==> src/registerfile.sv <==
`timescale 1ns/1ps

module registerfile (
  input  logic        clk,
  input  logic        reset_n,
  input  logic [4:0]  read1,
  input  logic [4:0]  read2,
  input  logic [4:0]  write_addr,
  input  logic [31:0] write_data,
  input  logic        write_en,
  output logic [31:0] data1,
  output logic [31:0] data2
);

  logic [31:0] regs [32];

  always_ff @(posedge clk or negedge reset_n) begin
    if (!reset_n) begin
      for (int i = 0; i < 32; i++) begin
        regs[i] <= 32'h0;
      end
    end else if (write_en && write_addr != 5'd0) begin
      regs[write_addr] <= write_data;
    end
  end

  // r0 is hardwired to zero
  assign data1 = (read1 == 5'd0) ? 32'h0 : regs[read1];
  assign data2 = (read2 == 5'd0) ? 32'h0 : regs[read2];

endmodule

==> config.mk <==
export PLATFORM = sky130hd
export DESIGN_NAME = registerfile
export DESIGN_NICKNAME = d
export VERILOG_FILES = /design/src/registerfile.sv
export SDC_FILE = /design/constraint.sdc
export NUM_CORES = 2
export LEC_CHECK = 0
export ABC_AREA = 1
export BUFFER_PORTS_ARGS = -buffer_cell sky130_fd_sc_hd__buf_4
export CAP_MARGIN = 25
export CORE_UTILIZATION = 42
export CTS_CLUSTER_SIZE = 25
export DETAILED_ROUTE_END_ITERATION = 10
export GPL_TIMING_DRIVEN = 1
export HOLD_SLACK_MARGIN = 0.02
export PLACE_DENSITY = 0.61
export SLEW_MARGIN = 30
export SYNTH_ARGS = -nofsm -noshare
export SYNTH_HDL_FRONTEND = slang
export SYNTH_SLANG_ARGS = --single-unit
==> constraint.sdc <==
create_clock -name clk -period 4.3 [get_ports clk]
set_input_delay 0.86 -clock clk [delete_from_list [all_inputs] [get_ports clk]]
set_output_delay 0.86 -clock clk [all_outputs]
set_load 0.05 [all_outputs]
==> flow_summary.yaml <==
run_status:
  status: "finished, final reports clean"
cells_and_area:
  top_flop_regs: "regs (1024)"
  area.growth.synth_to_final_pct: 12.2
  registers.top_by_ff_count: "regs"
  final_layout_size_suffix_gt1_frac: 0.0740
  largest_reg_flops: 1024
  finalNetCount: 8070
  layout.cells.most_common: "nand2_1"
  final_cell_mix: "nand2_1 (2975), nand3_1 (1365), dfrtp_1 (1024)"
logic_synthesis:
  postSynthNetCount: 8377
  ys_seq_area_frac: 0.450
  mappedNetlistArea_um2: 57000
  synth_adder_area_share: 0
  synth_simple_gate_area_share: 0.378
  share_of_cell_area_taken_by_muxes_after_synthesis: 0
  synth_compound_gate_area_share: 0.110
  synth_top_family_by_area: "simple AND/OR/NAND/NOR gates"
  synth_seq_cells: 1024
  synthDistinctLibCells: 29
  post_synth_inst_count: 8327
  synth.avg_cell_area_um2: 6.85
  yosysWarningCount: 0
  post_synth_xor_area_fraction: 0
worst_setup_path:
  reg2regPathDepth: 2
  timing.critical_path.from_type: "input pin"
  critPathRequiredTime_ns: 3.44
  cp.arrival_ns: 3.08
  r2r-start: "regs[441]"
  r2r_slack_ns: 3.54
  critical_path_start: "read1[0]"
  timing.critical_path.to_type: "output pin"
  crit_type: "input pin to output pin"
  worstPathMaxFanout: 110
cts:
  cts.reportedPaths.clkPinSlew_ns: 0.06
  number_of_buffers_added_by_the_clock_tree_synthesis_step: 116
  cts_root_buffer: "clkbuf_16"
  postcts_resize_cnt: 0
  post_cts_buffers: 0
  clk_buf_depth: 3
  ctsHoldBuffers: 0
  cts_tree: "done"
  worst_skew_pair_latency_ns: 0.75
  numClockSinks: 1024
  cts_max_level: 3
global_routing:
  grt.overflow.total: 0
  antenna_found_initial: 2
  first_pass_grt_wire_length_um: 340000
  grt_util_all_layers: 0.326
  grt_max_degree: 111
  via_count_of_the_first_global_routing_pass: 53300
detailed_routing:
  detailedRoute.firstIterationViolations: 7562
  detail_route.first_pass.iterations: 6
  post_drt_via_cell_ratio: 5.81
  drt-total-wl_um: 226000
  dr_total_vias: 57400
  routed_wire_length_per_instance_um: 22.8
  ant_nets: 0
  detail_route.drc_violations: 0
place:
  place_congestion: 0.865
  dpl.hpwl_um: 126000
  buffer_ports.inserted: 113
die:
  core-area_um2: 134000
  floorplan.die.width_um: 370
  floorplan.initialDensity: 0.425
  fp.dieArea_um2: 137000
  boundaryPins: 114
  floorplan.die.height_um: 370
  row_count: 134
sta:
  timing_worst_slew_pin_value_ns: 1.05
  fin_tns_setup_ns: 0
  hold-worst-slack_ns: 0.128
  setup_viol_count_final: 0
  hold_violations: 0
  final.period_utilization: 0.916
  finalCriticalPeriod_ns: 3.94
  total_count_of_max_transition_violations_in_the_final_report: 0
  max-slew-margin-rel: 0.302
  timing.fmax_ghz: 0.254
  unrepaired_setup_endpoints_after_global_routing: "no"
  timing.clock.skew_ns: 0
power:
  irDropWorstVdd_uv: 390
  pwr_per_cell_area_nw_per_um2: 470
  cellLeakagePower_nw: 30.0
worst_hold_path:
  hold_path_class: "input pin to asynchronous set/reset pin"
run:
  max_cap_viol_count: 0
## logic make-up after synthesis
kind of cell    after synthesis
buf+inv                     868
simple gates               5203
compound gates             1232
flops                      1024
## power by group
group / internal, W / leakage [nW] / switching, W
registers: 0.0117 / 12.7 / 0.00164
logic: 0.00245 / 15.3 / 0.00405
clock network: 0.00596 / 1.92 / 0.00426
total: 0.0201 / 30.0 / 0.00995
## cells in the mapped netlist
master,number,area share
nand2_1,2979,0.20
nand3_1,1371,0.12
dfrtp_1,1024,0.45
nor2_1,814,0.054
a21oi_1,627,0.055
o21ai_0,547,0.048
clkbuf_1,504,0.033
buf_2,135,0.012
inv_1,101,0.0067
buf_1,76,0.0050
buf_4,36,0.0047
o21ai_1,26,0.0023
a21oi_2,16,0.0025
o211ai_1,16,0.0021
nor2_4,9,0.0018
inv_2,8,0.00053
nand2_2,6,0.00066
nand3_2,5,0.00088
nor2_8,5,0.0018
nor3_1,5,0.00044
buf_6,3,0.00059
nand2_4,3,0.00059
clkbuf_2,2,0.00018
clkinv_1,2,0.00013
nor3_2,2,0.00035
nor4_4,2,0.00075
inv_6,1,0.00015
nand4_1,1,0.00011
nor2_2,1,0.00011
## routing by layer
layer | wire length [µm] | vias up | track usage
met5 | 34 | - | 0
met4 | 10900 | 4 | 0.146
met3 | 22700 | 653 | 0.0554
met2 | 98400 | 3193 | 0.504
met1 | 93600 | 27200 | 0.446
li1 | - | 26400 | -
## final cells by class
type                            instances  area (µm²)
Timing Repair Buffer                  331        3850
Multi-Input combinational cell       6435       27900
Inverter                              112         470
Tap cell                             1768        2210
Sequential cell                      1024       25600
Clock inverter                         39         428
Fill cell                           13400       70200
Clock buffer                          170        3430
Antenna cell                            2        5.00
## critical path, stage by stage
cell	delay (ns)
buf_8	0.33
buf_12	0.47
o21ai_0	0.19
a21oi_1	0.16
nor2_1	0.07
nor2_1	0.42
nor2_1	0.10
buf_4	0.19
buf_4	0.19
## metrics by stage
stage / worst slack [ns] / power [W] / utilization / std cells / area [µm²]
2_1_floorplan: 0.704 / 0.0177 / - / 8327 / 57000
3_3_place_gp: 0.409 / 0.0196 / 0.448 / 9668 / 60100
3_5_place_dp: 0.433 / 0.0198 / 0.448 / 9670 / 60100
4_1_cts: 0.427 / 0.0301 / 0.477 / 9879 / 63900
5_1_grt: 0.304 / 0.0316 / 0.477 / 9879 / 64000
6_report: 0.363 / 0.0300 / 0.477 / 9881 / 64000
## worst paths after layout
kind,end
worst max-delay path,data1[8]
worst min-delay path,regs[741]
worst max register to register,regs[441]
worst min register to register,regs[1005]
max in group asynchronous,regs[917]
min in group clk,regs[700]
(Power assumes the default switching activity.)
