[config.mk]
export PLATFORM = sky130hd
export DESIGN_NAME = intcalc
export DESIGN_NICKNAME = d
export VERILOG_FILES = /design/src/isa_pkg.sv /design/src/intcalc.sv
export SDC_FILE = /design/constraint.sdc
export NUM_CORES = 2
export LEC_CHECK = 0
export BUFFER_PORTS_ARGS = -buffer_cell sky130_fd_sc_hd__buf_4
export CORE_MARGIN = 2
export CORE_UTILIZATION = 60
export CTS_CLUSTER_DIAMETER = 100
export CTS_CLUSTER_SIZE = 24
export DETAILED_ROUTE_END_ITERATION = 16
export PLACE_DENSITY = 0.78
export SLEW_MARGIN = 20
export SYNTH_ARGS = -nofsm -noshare
export SYNTH_HDL_FRONTEND = slang
export SYNTH_SLANG_ARGS = --single-unit
[constraint.sdc]
create_clock -name clk -period 12.3 [get_ports clk]
set_input_delay 0.615 -clock clk [delete_from_list [all_inputs] [get_ports clk]]
set_output_delay 0.615 -clock clk [all_outputs]
set_load 0.02 [all_outputs]
[src/isa_pkg.sv]
package isa_pkg;

  // register view: ra = destination (or store source), rb and rc = sources
  typedef enum logic [7:0] {
    OP_HALT  = 8'h00,  // also taken by any undefined opcode
    OP_ADD   = 8'h01,  // ra = rb + rc
    OP_SUB   = 8'h02,  // ra = rb - rc
    OP_AND   = 8'h03,
    OP_OR    = 8'h04,
    OP_XOR   = 8'h05,
    OP_SHL   = 8'h06,  // ra = rb << rc[4:0]
    OP_SHR   = 8'h07,  // logical
    OP_ADDI  = 8'h08,  // ra = rb + sext(imm)
    OP_LDI   = 8'h10,  // ra = word following the instruction
    OP_LD    = 8'h11,  // ra = mem[rb + sext(imm)]
    OP_ST    = 8'h12,  // mem[rb + sext(imm)] = ra
    OP_STB   = 8'h13,  // byte lane picked by the address low bits
    OP_MULS  = 8'h20,  // ra = low word of rb * rc, signed
    OP_MULU  = 8'h21,
    OP_MULSH = 8'h22,  // high word
    OP_MULUH = 8'h23,
    OP_NEG   = 8'h30,  // ra = -rb
    OP_COM   = 8'h31,  // ra = ~rb
    OP_MOV   = 8'h32,  // ra = rb
    OP_BR    = 8'h40,  // pc = pc + 4 + offset * 4 when cond holds
    OP_JMP   = 8'h41   // pc = rb
  } opcode_e;

  typedef enum logic [2:0] {
    ALU_ADD = 3'd0,
    ALU_SUB = 3'd1,
    ALU_AND = 3'd2,
    ALU_OR  = 3'd3,
    ALU_XOR = 3'd4,
    ALU_SHL = 3'd5,
    ALU_SHR = 3'd6
  } alu_func_e;

  typedef enum logic [2:0] {
    INT_MULS = 3'd0,
    INT_MULU = 3'd1
  } int_func_e;

  // flags are held as {carry, negative, overflow, zero}
  typedef enum logic [3:0] {
    COND_AL = 4'd0,
    COND_EQ = 4'd1,
    COND_NE = 4'd2,
    COND_LT = 4'd3,  // signed, n ^ v
    COND_GE = 4'd4,
    COND_CS = 4'd5   // carry set, borrow after a subtract
  } cond_e;

  // low 11 bits are either the immediate or hold rc in [4:0]
  typedef struct packed {
    logic [5:0] unused;
    logic [4:0] rc;
  } rc_field_t;

  typedef union packed {
    logic signed [10:0] imm;
    rc_field_t          regs;
  } operand_t;

  typedef struct packed {
    opcode_e    opcode;
    logic [4:0] ra;
    logic [4:0] rb;
    logic [2:0] unused;
    operand_t   op;
  } reg_view_t;

  typedef struct packed {
    opcode_e            opcode;
    cond_e              cond;
    logic [3:0]         unused;
    logic signed [15:0] offset;  // in words
  } bra_view_t;

  typedef union packed {
    reg_view_t r;
    bra_view_t b;
  } instr_t;

endpackage

[src/intcalc.sv]
`timescale 1ns/1ps

module intcalc (
  input  logic               clk,
  input  isa_pkg::int_func_e func,
  input  logic [31:0]        in1,
  input  logic [31:0]        in2,
  output logic [63:0]        out
);
  import isa_pkg::*;

  logic [63:0] op1;
  logic [63:0] op2;
  logic [63:0] product;
  logic        is_signed;

  assign is_signed = (func == INT_MULS);

  // widen to 64 bits, the low 64 bits of the product are then exact for both cases
  assign op1 = is_signed ? {{32{in1[31]}}, in1} : {32'h0, in1};
  assign op2 = is_signed ? {{32{in2[31]}}, in2} : {32'h0, in2};

  assign product = op1 * op2;

  always_ff @(posedge clk) begin
    out <= product;  // valid one cycle after the operands
  end

endmodule

==> impl_metrics.xml <==
<?xml version="1.0" encoding="UTF-8"?>
<metrics>
  <group name="global_routing">
    <metric name="largest_net_degree_at_the_start_of_global_routing" unit="">48</metric>
    <metric name="antenna_found_initial" unit="">5</metric>
    <metric name="grt_pass1_wl" unit="um">220700</metric>
    <metric name="grt_use_total" unit="%">35.81</metric>
    <metric name="grt.overflow.total" unit="">0</metric>
    <metric name="first_global_vias" unit="">39040</metric>
  </group>
  <group name="worst_setup_path">
    <metric name="crit_path_end_kind" unit="">flip-flop</metric>
    <metric name="critical_path.startpoint_type" unit="">primary input</metric>
    <metric name="critical_path.startpoint" unit="">func[2]</metric>
    <metric name="critical_path_rt" unit="ns">12.60</metric>
    <metric name="worst_path_max_delay_cell" unit="">fa_1</metric>
    <metric name="critPathKind" unit="">in2reg</metric>
    <metric name="critPathArrivalTime" unit="ns">10.43</metric>
    <metric name="path_delay_family" unit="">adder cells</metric>
    <metric name="bufs_and_invs_on_worst_path" unit="">8</metric>
    <metric name="crit_fanout" unit="">26</metric>
    <metric name="timing.critical_path.slowest_cell_delay" unit="ns">0.88</metric>
    <metric name="critical-path-top-cell-by-count" unit="">fa_1</metric>
  </group>
  <group name="synthesis">
    <metric name="most_area_consuming_cells_after_synthesis" unit="">fa_1 58%, inv_1 11%, ha_1 8.0%, and2_1 5.8%, nand2_1 5.0%</metric>
    <metric name="synth_ff_type" unit="">dfxtp_1</metric>
    <metric name="syn_avg_cell_area" unit="um2">9.559</metric>
    <metric name="yosys.area_share.xor_xnor" unit="%">2.265</metric>
    <metric name="synth_fa_ha_area_share" unit="%">66.16</metric>
    <metric name="synth_edf_count" unit="">0</metric>
    <metric name="register_area_share_after_synthesis" unit="%">2.630</metric>
    <metric name="synth_compound_gate_area_share" unit="%">3.331</metric>
    <metric name="synthArstFlopShare" unit="%">0</metric>
    <metric name="netlist_instances" unit="">5097</metric>
    <metric name="synth-simple-area-share" unit="%">12.38</metric>
    <metric name="post_synth_num_cell_types" unit="">66</metric>
    <metric name="mappedNetlistNets" unit="">6892</metric>
    <metric name="synth.yosys.warnings" unit="">0</metric>
    <metric name="netlist_top_cells_count" unit="">1,472 x inv_1, 1,414 x fa_1, 655 x nand2_1, 451 x and2_1, 313 x ha_1</metric>
    <metric name="synth_mux_area_share" unit="%">0.02311</metric>
    <metric name="synthesis.area" unit="mm2">0.04872</metric>
    <metric name="most_repeated_cell_in_the_gate_level_netlist_after_synthesis" unit="">inv_1</metric>
    <metric name="synth.largest_area_cell" unit="">fa_1</metric>
    <metric name="synth_top_family_by_area" unit="">adder cells</metric>
    <metric name="netlist.area_leader.share" unit="%">58.10</metric>
    <metric name="postSynthRegisterBits" unit="">64</metric>
  </group>
  <group name="clock_network">
    <metric name="clkSinkCount" unit="">64</metric>
    <metric name="clock_tree.root_cell" unit="">clkbuf_16</metric>
    <metric name="cts.repair_timing.setup_buffer_count" unit="">0</metric>
    <metric name="cts.repair.resized" unit="">0</metric>
    <metric name="clock_tree.htree_level_count" unit="">3</metric>
    <metric name="cts_tree" unit="">built</metric>
    <metric name="clk_path_buf_depth" unit="">2</metric>
    <metric name="cts-buffers-inserted" unit="">9</metric>
    <metric name="path_clk_slew" unit="ns">0.06</metric>
    <metric name="post_cts_hold_buffer_count" unit="">0</metric>
  </group>
  <group name="floorplanning">
    <metric name="die_outline_width" unit="um">289.0</metric>
    <metric name="initial_core_util" unit="%">60.59</metric>
    <metric name="rows" unit="">104</metric>
    <metric name="design.die.area" unit="mm2">0.08350</metric>
    <metric name="core_area" unit="mm2">0.08042</metric>
    <metric name="floorplan.die.height" unit="um">289.0</metric>
    <metric name="io_pins" unit="">132</metric>
  </group>
  <group name="run">
    <metric name="drv.max_cap_violation_count" unit="">0</metric>
  </group>
  <group name="placement">
    <metric name="placement.io_buffers" unit="">131</metric>
    <metric name="post_dp_cell_area" unit="mm2">0.05020</metric>
    <metric name="gp_congestion" unit="">0.9892</metric>
    <metric name="post_dp_hpwl" unit="um">111400</metric>
    <metric name="post-place-cells" unit="">6061</metric>
  </group>
  <group name="timing">
    <metric name="timing_worst_slew_pin_value" unit="ns">1.025</metric>
    <metric name="drv_slew" unit="">0</metric>
    <metric name="slew-limit-headroom" unit="%">31.68</metric>
    <metric name="max_freq" unit="MHz">98.77</metric>
    <metric name="totalNegativeSetupSlack" unit="ns">0</metric>
    <metric name="final_cycle_share" unit="%">82.32</metric>
    <metric name="finalSetupViolCount" unit="">0</metric>
    <metric name="finalHoldViolations" unit="">0</metric>
    <metric name="final_worst_path_period_need" unit="ns">10.12</metric>
    <metric name="rsz_0062_raised_after_global_routing" unit="">false</metric>
  </group>
  <group name="drt">
    <metric name="drt_drc_violations_left" unit="">0</metric>
    <metric name="wl_per_cell" unit="um">22.90</metric>
    <metric name="drt-vias-per-instance" unit="">5.639</metric>
    <metric name="route.antenna.remaining_nets" unit="">0</metric>
    <metric name="first_pass_iters" unit="">6</metric>
    <metric name="detailedRoute.firstIterationViolations" unit="">2920</metric>
    <metric name="vias" unit="">34290</metric>
    <metric name="route.final.wire_length" unit="um">139300</metric>
  </group>
  <group name="cells_and_area">
    <metric name="syn_to_final_growth" unit="%">3.708</metric>
    <metric name="post-route-cell-area" unit="mm2">0.05053</metric>
    <metric name="final.fill_count" unit="">6556</metric>
    <metric name="layoutNonFillerInstCount" unit="">6080</metric>
    <metric name="biggestRegsByFlops" unit="">out x64</metric>
    <metric name="registers.top_by_ff_count" unit="">out</metric>
    <metric name="largest_register_ffs" unit="">64</metric>
    <metric name="layout-drive-gt1-share" unit="%">3.887</metric>
    <metric name="num-nets-final" unit="">6807</metric>
  </group>
  <group name="worst_hold_path">
    <metric name="timing.hold.worst_endpoint" unit="">out[0]</metric>
    <metric name="min_path_type" unit="">in2reg</metric>
    <metric name="worst_hold_startpoint" unit="">in2[0]</metric>
    <metric name="min_path_cells" unit="">2</metric>
  </group>
  <group name="outcome">
    <metric name="outcome" unit="">complete, no violations</metric>
  </group>
</metrics>
stage by stage:
stage | hold slack [ns] | utilization, % | worst slack, ns
floorplan | 0.7423 | - | 2.743
global placement | 1.026 | 62.42 | 2.011
detailed placement | 1.029 | 62.42 | 1.867
CTS | 0.7312 | 62.82 | 2.244
global route | 0.7494 | 62.83 | 1.753
finish | 0.7360 | 62.83 | 2.175
worst max path at each step:
stage,endpoint,slack (ns),depth (start not counted)
floorplan,out[56],2.74,29
global placement,out[56],2.01,30
detailed placement,out[56],1.87,30
CTS,out[56],2.24,30
global route,out[58],1.75,30
finish,out[56],2.18,30
logic make-up after synthesis:
group	count (synthesis)
XOR/XNOR	126
flip-flops	64
multiplexers	1
AO/OA/AOI/OAI	223
AND/OR/NAND/NOR	1246
adder cells (fa/ha/maj)	1728
buffers and inverters	1709
metal layers:
layer  up-vias  wire length [um]  track usage (%)
met3       427             15390            9.039
met5         -                35                0
met1     17730             50780            45.71
li1      14150                 -                -
met2      1979             64910            57.38
met4         4              8144            17.76
cell usage in the layout, fill, tap and decap left out, drive strengths merged, types with 4 or more instances in the layout:
| cell type | n |
|---|---|
| a21oi | 74 |
| nand2b | 15 |
| a211oi | 9 |
| and3 | 28 |
| o31ai | 4 |
| nand2 | 655 |
| xnor2 | 94 |
| a21boi | 5 |
| a31oi | 9 |
| ha | 313 |
| a21o | 42 |
| nand4 | 15 |
| fa | 1414 |
| and2 | 452 |
| dfxtp | 64 |
| clkbuf | 9 |
| o21ai | 34 |
| o211ai | 11 |
| nor3 | 9 |
| xor2 | 32 |
| o21bai | 12 |
| a31o | 5 |
| nand3 | 10 |
| nor2b | 10 |
| clkinv | 5 |
| buf | 141 |
| inv | 1472 |
| o21a | 4 |
| nor2 | 43 |
layout make-up:
type	instances	area, um2	share of cell area (%)
diodes	3	7.507	0.01486
clock buffers	9	225.2	0.4457
clock inverters	7	96.34	0.1907
inverters	1472	5525	10.94
multi-input cells	3324	41010	81.16
flip-flops and latches	64	1281	2.536
well taps	1060	1326	2.625
repair buffers	141	1059	2.095
Power is left out: the tool's default activity adds up to more than one toggle a clock period on the data nets, which glitch-free logic cannot reach.
