## src/isa_pkg.sv

```systemverilog
package isa_pkg;

  // register view: ra = destination (or store source), rb and rc = sources
  typedef enum logic [7:0] {
    OP_HALT  = 8'h00,  // also taken by any undefined opcode
    OP_ADD   = 8'h01,  // ra = rb + rc
    OP_SUB   = 8'h02,  // ra = rb - rc
    OP_AND   = 8'h03,
    OP_OR    = 8'h04,
    OP_XOR   = 8'h05,
    OP_SHL   = 8'h06,  // ra = rb << rc[4:0]
    OP_SHR   = 8'h07,  // logical
    OP_ADDI  = 8'h08,  // ra = rb + sext(imm)
    OP_LDI   = 8'h10,  // ra = word following the instruction
    OP_LD    = 8'h11,  // ra = mem[rb + sext(imm)]
    OP_ST    = 8'h12,  // mem[rb + sext(imm)] = ra
    OP_STB   = 8'h13,  // byte lane picked by the address low bits
    OP_MULS  = 8'h20,  // ra = low word of rb * rc, signed
    OP_MULU  = 8'h21,
    OP_MULSH = 8'h22,  // high word
    OP_MULUH = 8'h23,
    OP_NEG   = 8'h30,  // ra = -rb
    OP_COM   = 8'h31,  // ra = ~rb
    OP_MOV   = 8'h32,  // ra = rb
    OP_BR    = 8'h40,  // pc = pc + 4 + offset * 4 when cond holds
    OP_JMP   = 8'h41   // pc = rb
  } opcode_e;

  typedef enum logic [2:0] {
    ALU_ADD = 3'd0,
    ALU_SUB = 3'd1,
    ALU_AND = 3'd2,
    ALU_OR  = 3'd3,
    ALU_XOR = 3'd4,
    ALU_SHL = 3'd5,
    ALU_SHR = 3'd6
  } alu_func_e;

  typedef enum logic [2:0] {
    INT_MULS = 3'd0,
    INT_MULU = 3'd1
  } int_func_e;

  // flags are held as {carry, negative, overflow, zero}
  typedef enum logic [3:0] {
    COND_AL = 4'd0,
    COND_EQ = 4'd1,
    COND_NE = 4'd2,
    COND_LT = 4'd3,  // signed, n ^ v
    COND_GE = 4'd4,
    COND_CS = 4'd5   // carry set, borrow after a subtract
  } cond_e;

  // low 11 bits are either the immediate or hold rc in [4:0]
  typedef struct packed {
    logic [5:0] unused;
    logic [4:0] rc;
  } rc_field_t;

  typedef union packed {
    logic signed [10:0] imm;
    rc_field_t          regs;
  } operand_t;

  typedef struct packed {
    opcode_e    opcode;
    logic [4:0] ra;
    logic [4:0] rb;
    logic [2:0] unused;
    operand_t   op;
  } reg_view_t;

  typedef struct packed {
    opcode_e            opcode;
    cond_e              cond;
    logic [3:0]         unused;
    logic signed [15:0] offset;  // in words
  } bra_view_t;

  typedef union packed {
    reg_view_t r;
    bra_view_t b;
  } instr_t;

endpackage

```

## src/ctrl_pkg.sv

```systemverilog
package ctrl_pkg;

  typedef enum logic [1:0] {
    PC_HOLD   = 2'd0,
    PC_INC    = 2'd1,
    PC_MAR    = 2'd2,
    PC_ALUVAL = 2'd3
  } pcsel_e;

  typedef enum logic [1:0] {
    MAR_HOLD = 2'd0,
    MAR_ALU  = 2'd1,  // straight from the ALU output
    MAR_REG  = 2'd2
  } marsel_e;

  typedef enum logic [2:0] {
    MDR_HOLD  = 3'd0,
    MDR_READ  = 3'd1,
    MDR_REG   = 3'd2,
    MDR_BYTE  = 3'd3,  // low byte copied to every lane
    MDR_INTLO = 3'd4,
    MDR_INTHI = 3'd5
  } mdrsel_e;

  typedef enum logic [2:0] {
    REG_ALUVAL = 3'd0,
    REG_MDR    = 3'd1,
    REG_NEG    = 3'd2,
    REG_COM    = 3'd3,
    REG_MOV    = 3'd4
  } regsel_e;

  typedef enum logic [1:0] {
    ALU1_REG = 2'd0,
    ALU1_PC  = 2'd1
  } alu1sel_e;

  typedef enum logic [2:0] {
    ALU2_REG = 3'd0,
    ALU2_IMM = 3'd1,
    ALU2_BRA = 3'd2
  } alu2sel_e;

  typedef enum logic [1:0] {
    INT2_REG = 2'd0,
    INT2_MDR = 2'd1
  } int2sel_e;

  typedef enum logic [4:0] {
    S_RESET, S_FETCH, S_DECODE,
    S_ARITH, S_ARITH_WB, S_UNARY,
    S_LDI, S_LDI_WB,
    S_MEM_ADDR, S_LOAD, S_LOAD_WB, S_STORE,
    S_MUL, S_MUL_MDR, S_MUL_WB,
    S_BRANCH, S_BRANCH_PC, S_JUMP, S_JUMP_PC,
    S_HALT
  } state_e;

endpackage

```

## src/control.sv

```systemverilog
`timescale 1ns/1ps

module control (
  input  logic               clk,
  input  logic               reset_n,
  input  isa_pkg::instr_t    ir,
  input  logic [3:0]         ccr,
  input  logic [1:0]         mar_low,
  input  logic               waitrequest,
  output ctrl_pkg::pcsel_e   pcsel,
  output ctrl_pkg::marsel_e  marsel,
  output ctrl_pkg::mdrsel_e  mdrsel,
  output ctrl_pkg::regsel_e  regsel,
  output ctrl_pkg::alu1sel_e alu1sel,
  output ctrl_pkg::alu2sel_e alu2sel,
  output ctrl_pkg::int2sel_e int2sel,
  output logic [4:0]         reg_read_addr1,
  output logic [4:0]         reg_read_addr2,
  output logic [4:0]         reg_write_addr,
  output logic               reg_write,
  output logic               ir_write,
  output logic               ccr_write,
  output isa_pkg::alu_func_e alu_func,
  output isa_pkg::int_func_e int_func,
  output logic               addrsel,
  output logic               read,
  output logic               write,
  output logic [3:0]         byteenable
);
  import isa_pkg::*;
  import ctrl_pkg::*;

  state_e     state;
  state_e     next_state;
  opcode_e    opcode;
  logic [4:0] ra;
  logic [4:0] rb;
  logic [4:0] rc;
  logic       cond_true;
  logic       is_byte;
  logic       mul_signed;
  logic       mul_high;
  logic [3:0] lane_be;

  assign opcode     = ir.r.opcode;
  assign ra         = ir.r.ra;
  assign rb         = ir.r.rb;
  assign rc         = ir.r.op.regs.rc;
  assign is_byte    = (opcode == OP_STB);
  assign mul_signed = (opcode == OP_MULS) || (opcode == OP_MULSH);
  assign mul_high   = (opcode == OP_MULSH) || (opcode == OP_MULUH);
  assign lane_be    = 4'b0001 << mar_low;  // little endian lanes

  always_comb begin
    case (ir.b.cond)
      COND_AL: cond_true = 1'b1;
      COND_EQ: cond_true = ccr[0];
      COND_NE: cond_true = !ccr[0];
      COND_LT: cond_true = ccr[2] ^ ccr[1];
      COND_GE: cond_true = !(ccr[2] ^ ccr[1]);
      COND_CS: cond_true = ccr[3];
      default: cond_true = 1'b0;
    endcase
  end

  always_ff @(posedge clk or negedge reset_n) begin
    if (!reset_n) begin
      state <= S_RESET;
    end else begin
      state <= next_state;
    end
  end

  always_comb begin
    next_state     = state;
    pcsel          = PC_HOLD;
    marsel         = MAR_HOLD;
    mdrsel         = MDR_HOLD;
    regsel         = REG_ALUVAL;
    alu1sel        = ALU1_REG;
    alu2sel        = ALU2_REG;
    int2sel        = INT2_REG;
    reg_read_addr1 = rb;
    reg_read_addr2 = rc;
    reg_write_addr = ra;
    reg_write      = 1'b0;
    ir_write       = 1'b0;
    ccr_write      = 1'b0;
    alu_func       = ALU_ADD;
    int_func       = INT_MULU;
    addrsel        = 1'b0;
    read           = 1'b0;
    write          = 1'b0;
    byteenable     = 4'b1111;
    case (state)
      S_RESET: next_state = S_FETCH;  // one idle cycle keeps the bus quiet out of reset
      S_FETCH: begin
        read = 1'b1;
        if (!waitrequest) begin
          ir_write   = 1'b1;
          pcsel      = PC_INC;
          next_state = S_DECODE;
        end
      end
      S_DECODE: begin
        case (opcode)
          OP_ADD, OP_SUB, OP_AND, OP_OR, OP_XOR,
          OP_SHL, OP_SHR, OP_ADDI:         next_state = S_ARITH;
          OP_LDI:                          next_state = S_LDI;
          OP_LD, OP_ST, OP_STB:            next_state = S_MEM_ADDR;
          OP_MULS, OP_MULU, OP_MULSH,
          OP_MULUH:                        next_state = S_MUL;
          OP_NEG, OP_COM, OP_MOV:          next_state = S_UNARY;
          OP_BR:                           next_state = S_BRANCH;
          OP_JMP:                          next_state = S_JUMP;
          default:                         next_state = S_HALT;
        endcase
      end
      S_ARITH: begin
        ccr_write = 1'b1;
        case (opcode)
          OP_SUB:  alu_func = ALU_SUB;
          OP_AND:  alu_func = ALU_AND;
          OP_OR:   alu_func = ALU_OR;
          OP_XOR:  alu_func = ALU_XOR;
          OP_SHL:  alu_func = ALU_SHL;
          OP_SHR:  alu_func = ALU_SHR;
          default: alu_func = ALU_ADD;
        endcase
        if (opcode == OP_ADDI) begin
          alu2sel = ALU2_IMM;
        end
        next_state = S_ARITH_WB;
      end
      S_ARITH_WB: begin
        reg_write  = 1'b1;
        next_state = S_FETCH;
      end
      S_UNARY: begin
        reg_read_addr2 = rb;
        reg_write      = 1'b1;
        case (opcode)
          OP_NEG:  regsel = REG_NEG;
          OP_COM:  regsel = REG_COM;
          default: regsel = REG_MOV;
        endcase
        next_state = S_FETCH;
      end
      S_LDI: begin
        read = 1'b1;  // the constant sits at pc
        if (!waitrequest) begin
          mdrsel     = MDR_READ;
          pcsel      = PC_INC;
          next_state = S_LDI_WB;
        end
      end
      S_LDI_WB, S_LOAD_WB, S_MUL_WB: begin
        regsel     = REG_MDR;
        reg_write  = 1'b1;
        next_state = S_FETCH;
      end
      S_MEM_ADDR: begin
        alu2sel        = ALU2_IMM;
        marsel         = MAR_ALU;
        reg_read_addr2 = ra;  // store data
        mdrsel         = is_byte ? MDR_BYTE : MDR_REG;
        next_state     = (opcode == OP_LD) ? S_LOAD : S_STORE;
      end
      S_LOAD: begin
        read    = 1'b1;
        addrsel = 1'b1;
        if (!waitrequest) begin
          mdrsel     = MDR_READ;
          next_state = S_LOAD_WB;
        end
      end
      S_STORE: begin
        write      = 1'b1;
        addrsel    = 1'b1;
        byteenable = is_byte ? lane_be : 4'b1111;
        if (!waitrequest) begin
          next_state = S_FETCH;
        end
      end
      S_MUL: begin
        int_func   = mul_signed ? INT_MULS : INT_MULU;
        next_state = S_MUL_MDR;
      end
      S_MUL_MDR: begin
        mdrsel     = mul_high ? MDR_INTHI : MDR_INTLO;
        next_state = S_MUL_WB;
      end
      S_BRANCH: begin
        alu1sel    = ALU1_PC;  // pc already points past the branch
        alu2sel    = ALU2_BRA;
        next_state = S_BRANCH_PC;
      end
      S_BRANCH_PC: begin
        if (cond_true) begin
          pcsel = PC_ALUVAL;
        end
        next_state = S_FETCH;
      end
      S_JUMP: begin
        marsel     = MAR_REG;
        next_state = S_JUMP_PC;
      end
      S_JUMP_PC: begin
        pcsel      = PC_MAR;
        next_state = S_FETCH;
      end
      default: next_state = S_HALT;  // halt parks here with the bus idle
    endcase
  end

endmodule

```

## config.mk

```make
export PLATFORM = sky130hd
export DESIGN_NAME = control
export DESIGN_NICKNAME = d
export VERILOG_FILES = /design/src/isa_pkg.sv /design/src/ctrl_pkg.sv /design/src/control.sv
export SDC_FILE = /design/constraint.sdc
export NUM_CORES = 1
export LEC_CHECK = 0
export ABC_AREA = 1
export BUFFER_PORTS_ARGS = -buffer_cell sky130_fd_sc_hd__buf_2
export CELL_PAD_IN_SITES_DETAIL_PLACEMENT = 2
export CELL_PAD_IN_SITES_GLOBAL_PLACEMENT = 2
export CORE_MARGIN = 2
export CORE_UTILIZATION = 18
export DETAILED_ROUTE_END_ITERATION = 10
export MAX_ROUTING_LAYER = met4
export PLACE_DENSITY = 0.78
export SLEW_MARGIN = 20
export SYNTH_ARGS = -nofsm -noshare
export SYNTH_HDL_FRONTEND = slang
export SYNTH_SLANG_ARGS = --single-unit
```

## constraint.sdc

```tcl
create_clock -name clk -period 1.7 [get_ports clk]
set_input_delay 0.17 -clock clk [delete_from_list [all_inputs] [get_ports clk]]
set_output_delay 0.17 -clock clk [all_outputs]
set_load 0.01 [all_outputs]
```

==> results of run 1 <==
-- cell families (layout without fill, tap and decap cells) --
kind of cell / count (synthesis) / count (layout) / synth area share, %
other: 1 / 6 / 0.286
buffers and inverters: 61 / 153 / 23.5
XOR/XNOR: 1 / 1 / 0.668
AO/OA/AOI/OAI: 28 / 28 / 13.0
AND/OR/NAND/NOR: 148 / 148 / 53.1
flip-flops: 5 / 5 / 9.54
-- per-layer routing --
layer	up-vias	wire, um	part of all wire (%)
met5	-	0	0
met4	0	72	1.1
met3	8	222	3.4
met2	48	3800	57
met1	949	2520	38
li1	944	-	-
-- through the flow --
stage,power (mW),cell area [um^2],instances,setup TNS (ns)
floorplan,0.210,1330,249,0
global placement,0.264,1760,412,0
detailed placement,0.269,1760,412,0
CTS,0.493,1930,424,-0.297
global route,0.531,2240,440,-2.08
finish,0.501,2240,440,-0.508
-- worst max-delay path: cells and delay by family (launching register included) --
| kind | cells | cell delay (ns) |
|---|---|---|
| buffers and inverters | 3 | 0.34 |
| AND/OR/NAND/NOR | 4 | 0.55 |
| flip-flops | 1 | 0.45 |
| AO/OA/AOI/OAI | 1 | 0.04 |
-- worst paths after layout --
check	slack, ns	end	from
max	-0.09	pcsel[0]	state[0]$_DFFE_PN0P_
min	0.29	state[3]$_DFFE_PN0P_	reset_n
max reg2reg	0.06	state[0]$_DFFE_PN0P_	state[0]$_DFFE_PN0P_
min reg2reg	0.73	state[1]$_DFFE_PN0P_	state[1]$_DFFE_PN0P_
max in group asynchronous	1.25	state[1]$_DFFE_PN0P_	reset_n
min in group clk	0.32	state[1]$_DFFE_PN0P_	waitrequest
-- cell type report --
class | instances | area, um^2 | area share [%]
Tap cell | 99 | 124 | 5.53
Inverter | 42 | 165 | 7.38
Multi-Input combinational cell | 183 | 1090 | 48.5
Timing Repair Buffer | 107 | 688 | 30.7
Sequential cell | 5 | 130 | 5.81
Clock buffer | 4 | 45.0 | 2.01
-- cell usage after synthesis (4+ instances only) --
library cell               count  area [um^2]
sky130_fd_sc_hd__nand3_1      20          100
sky130_fd_sc_hd__dfrtp_1       5          125
sky130_fd_sc_hd__buf_4        17          128
sky130_fd_sc_hd__o211ai_1      6         45.0
sky130_fd_sc_hd__o21ai_0       8         40.0
sky130_fd_sc_hd__a21oi_1       7         35.0
sky130_fd_sc_hd__inv_2         8         30.0
sky130_fd_sc_hd__nand2_1      63          236
sky130_fd_sc_hd__nand3_2       4         40.0
sky130_fd_sc_hd__nor2_1       37          139
sky130_fd_sc_hd__inv_1        33          124
sky130_fd_sc_hd__nor2_2        7         43.8
sky130_fd_sc_hd__nand4_1       4         25.0
-- what timing repair did --
item	CTS	global route
endpoints found under the hold margin	5	0
pin swaps	7	18
setup buffers	7	16
hold buffers	1	0
setup endpoints to repair	14	19
resized for setup	17	51
-- power by group --
group / internal, mW / switching [mW]
sequential: 0.120 / 0
clock: 0.162 / 0.0659
combinational: 0.0589 / 0.0945
-- cells in the final DEF, fill, tap and decap left out, drive strengths merged --
cell | synthesis | final
a211oi | 1 | 1
a21oi | 7 | 7
a31oi | 1 | 1
and3 | 1 | 1
buf | 19 | 106
clkbuf | 0 | 4
conb | 1 | 6
dfrtp | 5 | 5
dlygate4sd3 | 0 | 1
inv | 41 | 42
nand2 | 63 | 63
nand3 | 25 | 25
nand3b | 3 | 3
nand4 | 4 | 4
nor2 | 47 | 47
nor3 | 4 | 4
o211ai | 6 | 6
o21ai | 11 | 11
o221ai | 1 | 1
o311ai | 1 | 1
or2 | 1 | 1
xor2 | 1 | 1
==> run metrics, run 1 <==
outcome=finished with violations; violated checks=setup timing; Data arrival, critical path=1.62 ns; count of cells along the worst register-to-register path=11; final worst path period share=105%; fin. max-slew vios=0; GRT met3 Usage=0.831%; cell leakage power=1.23 nW; CTS sink cnt=5; routed length per placed instance=15.0 um; synthesized flop and latch total=5; height of the die=89.4 um; top_reg_cell synth=sky130_fd_sc_hd__dfrtp_1; met2 usage=30.2%; Final ANT Viol Nets=0; slowest stage delay, CP=0.45 ns; wire length of the first global-routing pass=9440 um; area added between synthesis and finish=70.7%; Fillers=913; quantity of I/O buffers inserted on ports=73; post-layout util=31.4%; post-synthesis cell area=0.00131 mm^2; most utilized layer in the global route result=met2; crit path kind=reg2out; clock tree from TritonCTS=yes; number of setup violations in the final report=12; post-layout worst setup margin=-0.0897 ns; last weighted congestion value of the routability-driven placer=0.830; RSZ-0062 raised after global routing=true; full die area=0.00798 mm^2; Final Critical Period=1.79 ns; peak supply drop=0.000137 V; per-cell via count in the routed design=4.43; category of the worst setup path capture point=primary output; post-synthesis instance total=244; worst slack after detailed placement=0.0163 ns; Clock Path Buffers=2; number of vias in the routed layout=1,949; largest registers=state x5; nature of the critical path startpoint=flip-flop; initial antenna violation count=0; Yosys warning total=0; Antenna diodes=0; final hold violation count=0; Die W=89.4 um; register area share after synthesis=9.54%; unique cell type count in the Yosys netlist=30; classification of the worst-slack hold path=in2async; Avg Synthesized Cell Area=5.37 um^2; fraction of met1 tracks used by global routing=16.6%; power density over the cells=224 mW/mm^2; number of violations reported at the end of detailed-routing iteration 0=42; insertion delay of the later-clocked pin in the worst-skew pair=0.23 ns; initial core utilization=18.4%; DRT Pass-1 Iters=4; clock-pin slew reported for the worst setup and hold paths after clock tree synthesis=0.04 ns; Req. time, crit path=1.53 ns; global route overflow=0; sum of net half-perimeters after detailed placement=4800 um; Max Clk Rate=0.559 GHz; chain of cells forming the critical path=buf_6 > nor2_4 > nand3_4 > inv_4 > a21oi_4 > or2_1 > nand2_1 > buf_2; pin count of the biggest net entering global routing=11; Residual DRC=0; Routed Wire Length=6610 um; Post-synth EDFFs=0; most flop-heavy register=state; core area=0.00714 mm^2; worst-path cell with the longest stage delay=sky130_fd_sc_hd__dfrtp_2; GRT Overall Usage=15.3%; # H-tree levels=1; number of primary I/O pins=89; clk root buf=sky130_fd_sc_hd__clkbuf_8; setup skew after layout=0.00426 ns; via count of the first global-routing pass=2,043; reported max-cap violation count=0; proportion of layout cells with a drive suffix above 1=49.9%; fraction of synthesis flops using an asynchronous set or reset pin=100%; Worst Hold Margin=0.292 ns; CP Max Fanout=4; Final Net Count=383; floorplan row count=31; CTS buffer count=3; flip-flop count of the largest register, all copies and words added=5
Power figures use the tool's default switching activity.
==> run 2: changes to the inputs <==
- ABC_AREA: 1 -> 0
- CORE_UTILIZATION: 18 -> 19
- PLACE_DENSITY: 0.78 -> 0.79
==> run 2 against run 1 <==
The run still ends with setup timing left. Clock-buffer cell count stayed put. Sequential power is 120% higher. Register-to-register slack about the same. Die area decreased by 9.2%. Global-route usage rose by 2.9 points. Worst setup slack worse by 0.22 ns. Largest cell class unchanged. Total power rose to 4.7 times the previous value. First-iteration DRC count up 110%. Critical path depth decreased by 5. Clock power increased by 7%. Non-clock buffer count rose by 23. Sequential share of layout area is 0.075 points lower.
==> run metrics, run 2 <==
CP Max Fanout=5; last weighted congestion value of the routability-driven placer=0.839; post-synthesis instance total=198; leading cell type in the layout, fill and taps excluded=sky130_fd_sc_hd__buf_2; Residual DRC=0; initial antenna violation count=0; worst slack after detailed placement=-0.281 ns; sum of net half-perimeters after detailed placement=5080 um; CTS sink cnt=5; final design instance area without fill=0.00225 mm^2; most flop-heavy register=state; Routed Wire Length=6990 um; fin. max-slew vios=0; DRT Pass-1 Iters=4; reported max-cap violation count=0; insertion delay of the later-clocked pin in the worst-skew pair=0.24 ns; most used standard cells in the synthesized netlist=sky130_fd_sc_hd__nand2_1, sky130_fd_sc_hd__nor2_1, sky130_fd_sc_hd__buf_4, sky130_fd_sc_hd__clkbuf_1, sky130_fd_sc_hd__o21ai_0; most numerous cell in the Yosys netlist=sky130_fd_sc_hd__nand2_1; Antenna diodes=0; Clock Path Buffers=2; global route overflow=0; worst setup path startpoint=state[4]$_DFFE_PN0P_; area added between synthesis and finish=79.5%; clock tree from TritonCTS=yes; cell leakage power=1.09 nW; Final Critical Period=2.01 ns; violated checks=setup timing; Post-synth EDFFs=0; via count of the first global-routing pass=2,050; power density over the cells=1040 mW/mm^2; top_reg_cell synth=sky130_fd_sc_hd__dfrtp_1; Final Net Count=348; synthesized flop and latch total=5; per-cell via count in the routed design=4.96; Data arrival, critical path=1.84 ns; Avg Synthesized Cell Area=6.32 um^2; Req. time, crit path=1.53 ns; Max Clk Rate=0.498 GHz; post-synthesis cell area=0.00125 mm^2; Rel. slew slack=66.8%; area share of the largest cell type after synthesis=10.2%; clk root buf=sky130_fd_sc_hd__clkbuf_8; RSZ-0062 raised after global routing=true; Die W=85.2 um; outcome=finished with violations; worst r2r src=state[2]$_DFFE_PN0P_; synth top area cells=sky130_fd_sc_hd__buf_4, sky130_fd_sc_hd__dfrtp_1, sky130_fd_sc_hd__nand2_1, sky130_fd_sc_hd__nor2_1, sky130_fd_sc_hd__nor2b_1; number of primary I/O pins=89; fraction of synthesis flops using an asynchronous set or reset pin=100%; quantity of I/O buffers inserted on ports=73; category of the worst setup path capture point=primary output; CTS buffer count=3; Fillers=788; core area=0.00635 mm^2; pin count of the biggest net entering global routing=16; crit path kind=reg2out; number of setup violations in the final report=22; flop2flop setup slack=0.06 ns; peak supply drop=0.000400 V; # H-tree levels=1; post-placement cell area=0.00191 mm^2; number of violations reported at the end of detailed-routing iteration 0=89; final worst path period share=118%; nature of the critical path startpoint=flip-flop; most frequent cells in the layout=sky130_fd_sc_hd__buf_2, sky130_fd_sc_hd__buf_4, sky130_fd_sc_hd__nand2_1, sky130_fd_sc_hd__nor2_1, sky130_fd_sc_hd__buf_6; unique cell type count in the Yosys netlist=53; GRT Overall Usage=18.2%; Final ANT Viol Nets=0; final hold violation count=0; full die area=0.00725 mm^2; wire length of the first global-routing pass=10,400 um; initial core utilization=19.7%; floorplan row count=29; setup skew after layout=0.00932 ns; clock-pin slew reported for the worst setup and hold paths after clock tree synthesis=0.04 ns; post-layout worst setup margin=-0.310 ns; register area share after synthesis=10.0%; height of the die=85.2 um; Yosys warning total=0; proportion of layout cells with a drive suffix above 1=55.6%; classification of the worst-slack hold path=in2async; number of vias in the routed layout=1,898; pin slew with the least headroom to its limit=0.494 ns; flip-flop count of the largest register, all copies and words added=5; routed length per placed instance=18.2 um; library cell occupying the most area in the post-synthesis netlist=sky130_fd_sc_hd__buf_4; largest registers=state x5
## run 2: changes by cell type after synthesis, moves of 6 or more
cell                       previous run  this run
sky130_fd_sc_hd__a22oi_1              0         6
sky130_fd_sc_hd__nor2b_1              0         9
sky130_fd_sc_hd__inv_1               33         6
sky130_fd_sc_hd__nor2_1              37        22
sky130_fd_sc_hd__o211ai_1             6         0
sky130_fd_sc_hd__clkbuf_1             0        12
sky130_fd_sc_hd__nand2_1             63        29
sky130_fd_sc_hd__nor2_2               7         0
sky130_fd_sc_hd__nand3_1             20         3
sky130_fd_sc_hd__inv_2                8         0
## run 2: per-stage QoR
stage	TNS (ns)	instances	util [%]	power (mW)	hold WS (ns)
finish	-2.95	383	35.4	2.34	0.285
global route	-5.34	383	35.4	2.51	0.305
CTS	-3.02	380	33.0	2.05	0.260
detailed placement	-0.713	366	30.0	1.67	0.000985
global placement	-0.336	366	30.0	1.59	-0.00100
floorplan	-0.0340	203	-	1.02	-0.126
## run 2: where the power goes
group	internal, mW	switching, mW
Clock	0.163	0.0823
Combinational	0.869	0.958
Sequential	0.172	0.0910
Total	1.20	1.13
## run 2: final cells by class
cell class / count / area, um^2 / area share, %
Tap cell: 77 / 96.3 / 4.29
Inverter: 6 / 22.5 / 1.00
Multi-Input combinational cell: 161 / 1100 / 48.8
Sequential cell: 5 / 129 / 5.74
Clock buffer: 4 / 45.0 / 2.01
Timing Repair Buffer: 130 / 857 / 38.2
## run 2: path summary, 6_finish.rpt
check | endpoint | cells after the start
setup / recovery | int_func[0] | 3
hold / removal | state[1]$_DFFE_PN0P_ | 2
setup reg to reg | state[1]$_DFFE_PN0P_ | 7
hold reg to reg | state[2]$_DFFE_PN0P_ | 3
max in group asynchronous | state[0]$_DFFE_PN0P_ | 2
min in group clk | state[0]$_DFFE_PN0P_ | 2
## run 2: critical path, stage by stage, from the launching register on
cell and delay (ns):
sky130_fd_sc_hd__dfrtp_2 0.45, sky130_fd_sc_hd__or4_4 0.57, sky130_fd_sc_hd__or4_4 0.44, sky130_fd_sc_hd__buf_6 0.14
## run 2: cells by family after synthesis
group	after synthesis	synth area share [%]
other	1	0.300
AOI/OAI and AO/OA	54	29.0
buffers and inverters	37	16.3
DFF	5	10.0
muxes	3	2.40
and+or+nand+nor	97	41.3
xor gates and xnor gates	1	0.700
## run 2: per-layer routing
| layer | up-vias | track usage [%] | wire, um |
|---|---|---|---|
| met2 | 55 | 33.4 | 3850 |
| li1 | 908 | - | - |
| met5 | - | - | 0 |
| met1 | 922 | 20.8 | 2750 |
| met4 | 0 | 6.49 | 139 |
| met3 | 13 | 0.973 | 248 |
## run 2: what timing repair did
action,in CTS,in global routing
endpoints found under the hold margin,5,0
buffers inserted,9,7
gates resized for setup,18,33
hold buffers,1,0
endpoints found under the setup margin,25,34
pin swaps,8,18
==> run 3: changes to the inputs <==
- CORE_ASPECT_RATIO: default -> 1.75
- CORE_MARGIN: 2 -> 10
==> run 3 against run 2 <==
The flow still finishes with violations (setup timing). Sequential power rose by 7%. Total power rose by 5.9%. Highest routed layer unchanged. Clock power rose by 63%. Clock skew fell by 0.0041 ns. Die area rose by 43%. Non-clock buffer count fell by 2. Sequential share of layout area fell by 0.061 points. Global-route usage fell by 4.5 points. Routed wire length rose by 13%. Final cell count rose by 0.78%. Fmax rose by 2.2%. Critical endpoint unchanged. Design area rose by 2.1%.
==> run metrics, run 3 (synthesized netlist as in run 2, its figures left out) <==
quantity of I/O buffers inserted on ports=73; Crit Reg-Reg Endpoint=state[1]$_DFFE_PN0P_; cell with the most instances on the worst path=sky130_fd_sc_hd__or4_4; Req. time, crit path=1.53 ns; classification of the worst-slack hold path=in2reg; fin. max-slew vios=0; post-layout worst setup margin=-0.266 ns; GRT Overall Usage=13.7%; number of setup violations in the final report=23; per-cell via count in the routed design=5.07; Rel. slew slack=63.8%; last weighted congestion value of the routability-driven placer=0.873; setup skew after layout=0.00518 ns; CTS buffer count=3; Final Net Count=346; largest registers=state x5; pin count of the biggest net entering global routing=20; final non-filler cell total=386; insertion delay of the later-clocked pin in the worst-skew pair=0.23 ns; clock-pin slew reported for the worst setup and hold paths after clock tree synthesis=0.04 ns; via count of the first global-routing pass=2,115; outcome=finished with violations; RSZ-0062 raised after global routing=true; Max Clk Rate=0.509 GHz; height of the die=127 um; endpoint with the worst hold slack=state[0]$_DFFE_PN0P_; chain of cells forming the critical path=or4_4 > or4_4 > buf_6; area added between synthesis and finish=83.2%; crit path kind=reg2out; power density over the cells=1080 mW/mm^2; Final ANT Viol Nets=0; proportion of layout cells with a drive suffix above 1=54.9%; worst slack after detailed placement=-0.247 ns; flop2flop setup slack=0.08 ns; final hold violation count=0; Post-Route Setup TNS=-3.57 ns; reported max-cap violation count=0; initial antenna violation count=0; most frequent cells in the layout=sky130_fd_sc_hd__buf_2, sky130_fd_sc_hd__buf_4, sky130_fd_sc_hd__nand2_1, sky130_fd_sc_hd__nor2_1, sky130_fd_sc_hd__buf_6; full die area=0.0104 mm^2; Worst Hold Launch=waitrequest; post-layout power=2.47 mW; clk root buf=sky130_fd_sc_hd__clkbuf_16; Antenna diodes=0; Clock Path Buffers=2; Die W=81.3 um; Final Critical Period=1.97 ns; DRT Pass-1 Iters=4; Hold Path Cell Cnt=2; worst r2r src=state[4]$_DFFE_PN0P_; # H-tree levels=1; Routed Wire Length=7880 um; slowest stage delay, CP=0.56 ns; Worst Hold Margin=0.248 ns; Residual DRC=0; CP Max Fanout=4; count of cells along the worst register-to-register path=8; core area=0.00649 mm^2; Data arrival, critical path=1.80 ns; peak supply drop=0.000423 V; sum of net half-perimeters after detailed placement=5720 um; number of violations reported at the end of detailed-routing iteration 0=75; most flop-heavy register=state; Post-Place Cells=367; CTS sink cnt=5; clock tree from TritonCTS=yes; final worst path period share=116%; routed length per placed instance=20.4 um; worst-path cell with the longest stage delay=sky130_fd_sc_hd__or4_4; cell leakage power=1.09 nW; number of vias in the routed layout=1,957; global route overflow=0; number of primary I/O pins=89; violated checks=setup timing; leading cell type in the layout, fill and taps excluded=sky130_fd_sc_hd__buf_2; wire length of the first global-routing pass=11,100 um; initial core utilization=19.3%; floorplan row count=39; nature of the critical path startpoint=flip-flop; pin slew with the least headroom to its limit=0.529 ns; flip-flop count of the largest register, all copies and words added=5; category of the worst setup path capture point=primary output
run 3: changes by cell type in the layout (fill, tap and decap cells not counted), sizes merged:
cell  delta
buf      -2
run 3: area by class of cell:
type                    count  area [um^2]
well taps                  82          103
repair buffers            128          863
clock buffers               4         78.8
multi-input cells         161         1090
fillers                   748         4200
flip-flops and latches      5          130
inverters                   6         22.5
run 3: how the worst max path moves through the flow:
stage	from	end	slack, ns
floorplan	state[1]$_DFFE_PN0P_	alu_func[0]	-0.03
global placement	ir[26]	int_func[0]	-0.22
detailed placement	ir[26]	int_func[0]	-0.25
CTS	state[2]$_DFFE_PN0P_	int_func[0]	-0.24
global route	state[1]$_DFFE_PN0P_	alu_func[0]	-0.32
finish	state[4]$_DFFE_PN0P_	int_func[0]	-0.27
run 3: timing repair:
item | in CTS | in global routing
endpoints found under the hold margin | 5 | 0
pin swaps | 4 | 14
hold buffers | 1 | 0
resized for setup | 24 | 39
setup buffers | 10 | 7
setup endpoints to repair | 25 | 29
run 3: power breakdown:
part           internal, mW  total [mW]  switching, mW  leakage [nW]
clock network         0.312       0.399         0.0875        0.0382
logic                 0.847        1.79          0.946         0.999
registers             0.174       0.281          0.107        0.0580
run 3: metrics by stage:
step / utilization (%) / area, um^2
4_1_cts: 33.0 / 2140
3_5_place_dp: 29.0 / 1880
5_1_grt: 35.3 / 2290
3_3_place_gp: 29.0 / 1880
6_report: 35.3 / 2290
2_1_floorplan: - / 1300
run 3: worst max-delay path: cells and delay by family, from the launching register on:
family                 cells  cell delay [ns]
buffers and inverters      1             0.14
AND/OR/NAND/NOR            2             0.99
flip-flops                 1             0.44
run 3: routing by layer:
layer  wire length [um]  track usage, %  vias up
met1               2890            13.5      978
met3                359            1.76       13
met4                187            4.40        0
met2               4450            26.2       63
li1                   -               -      903
met5                  0               -        -
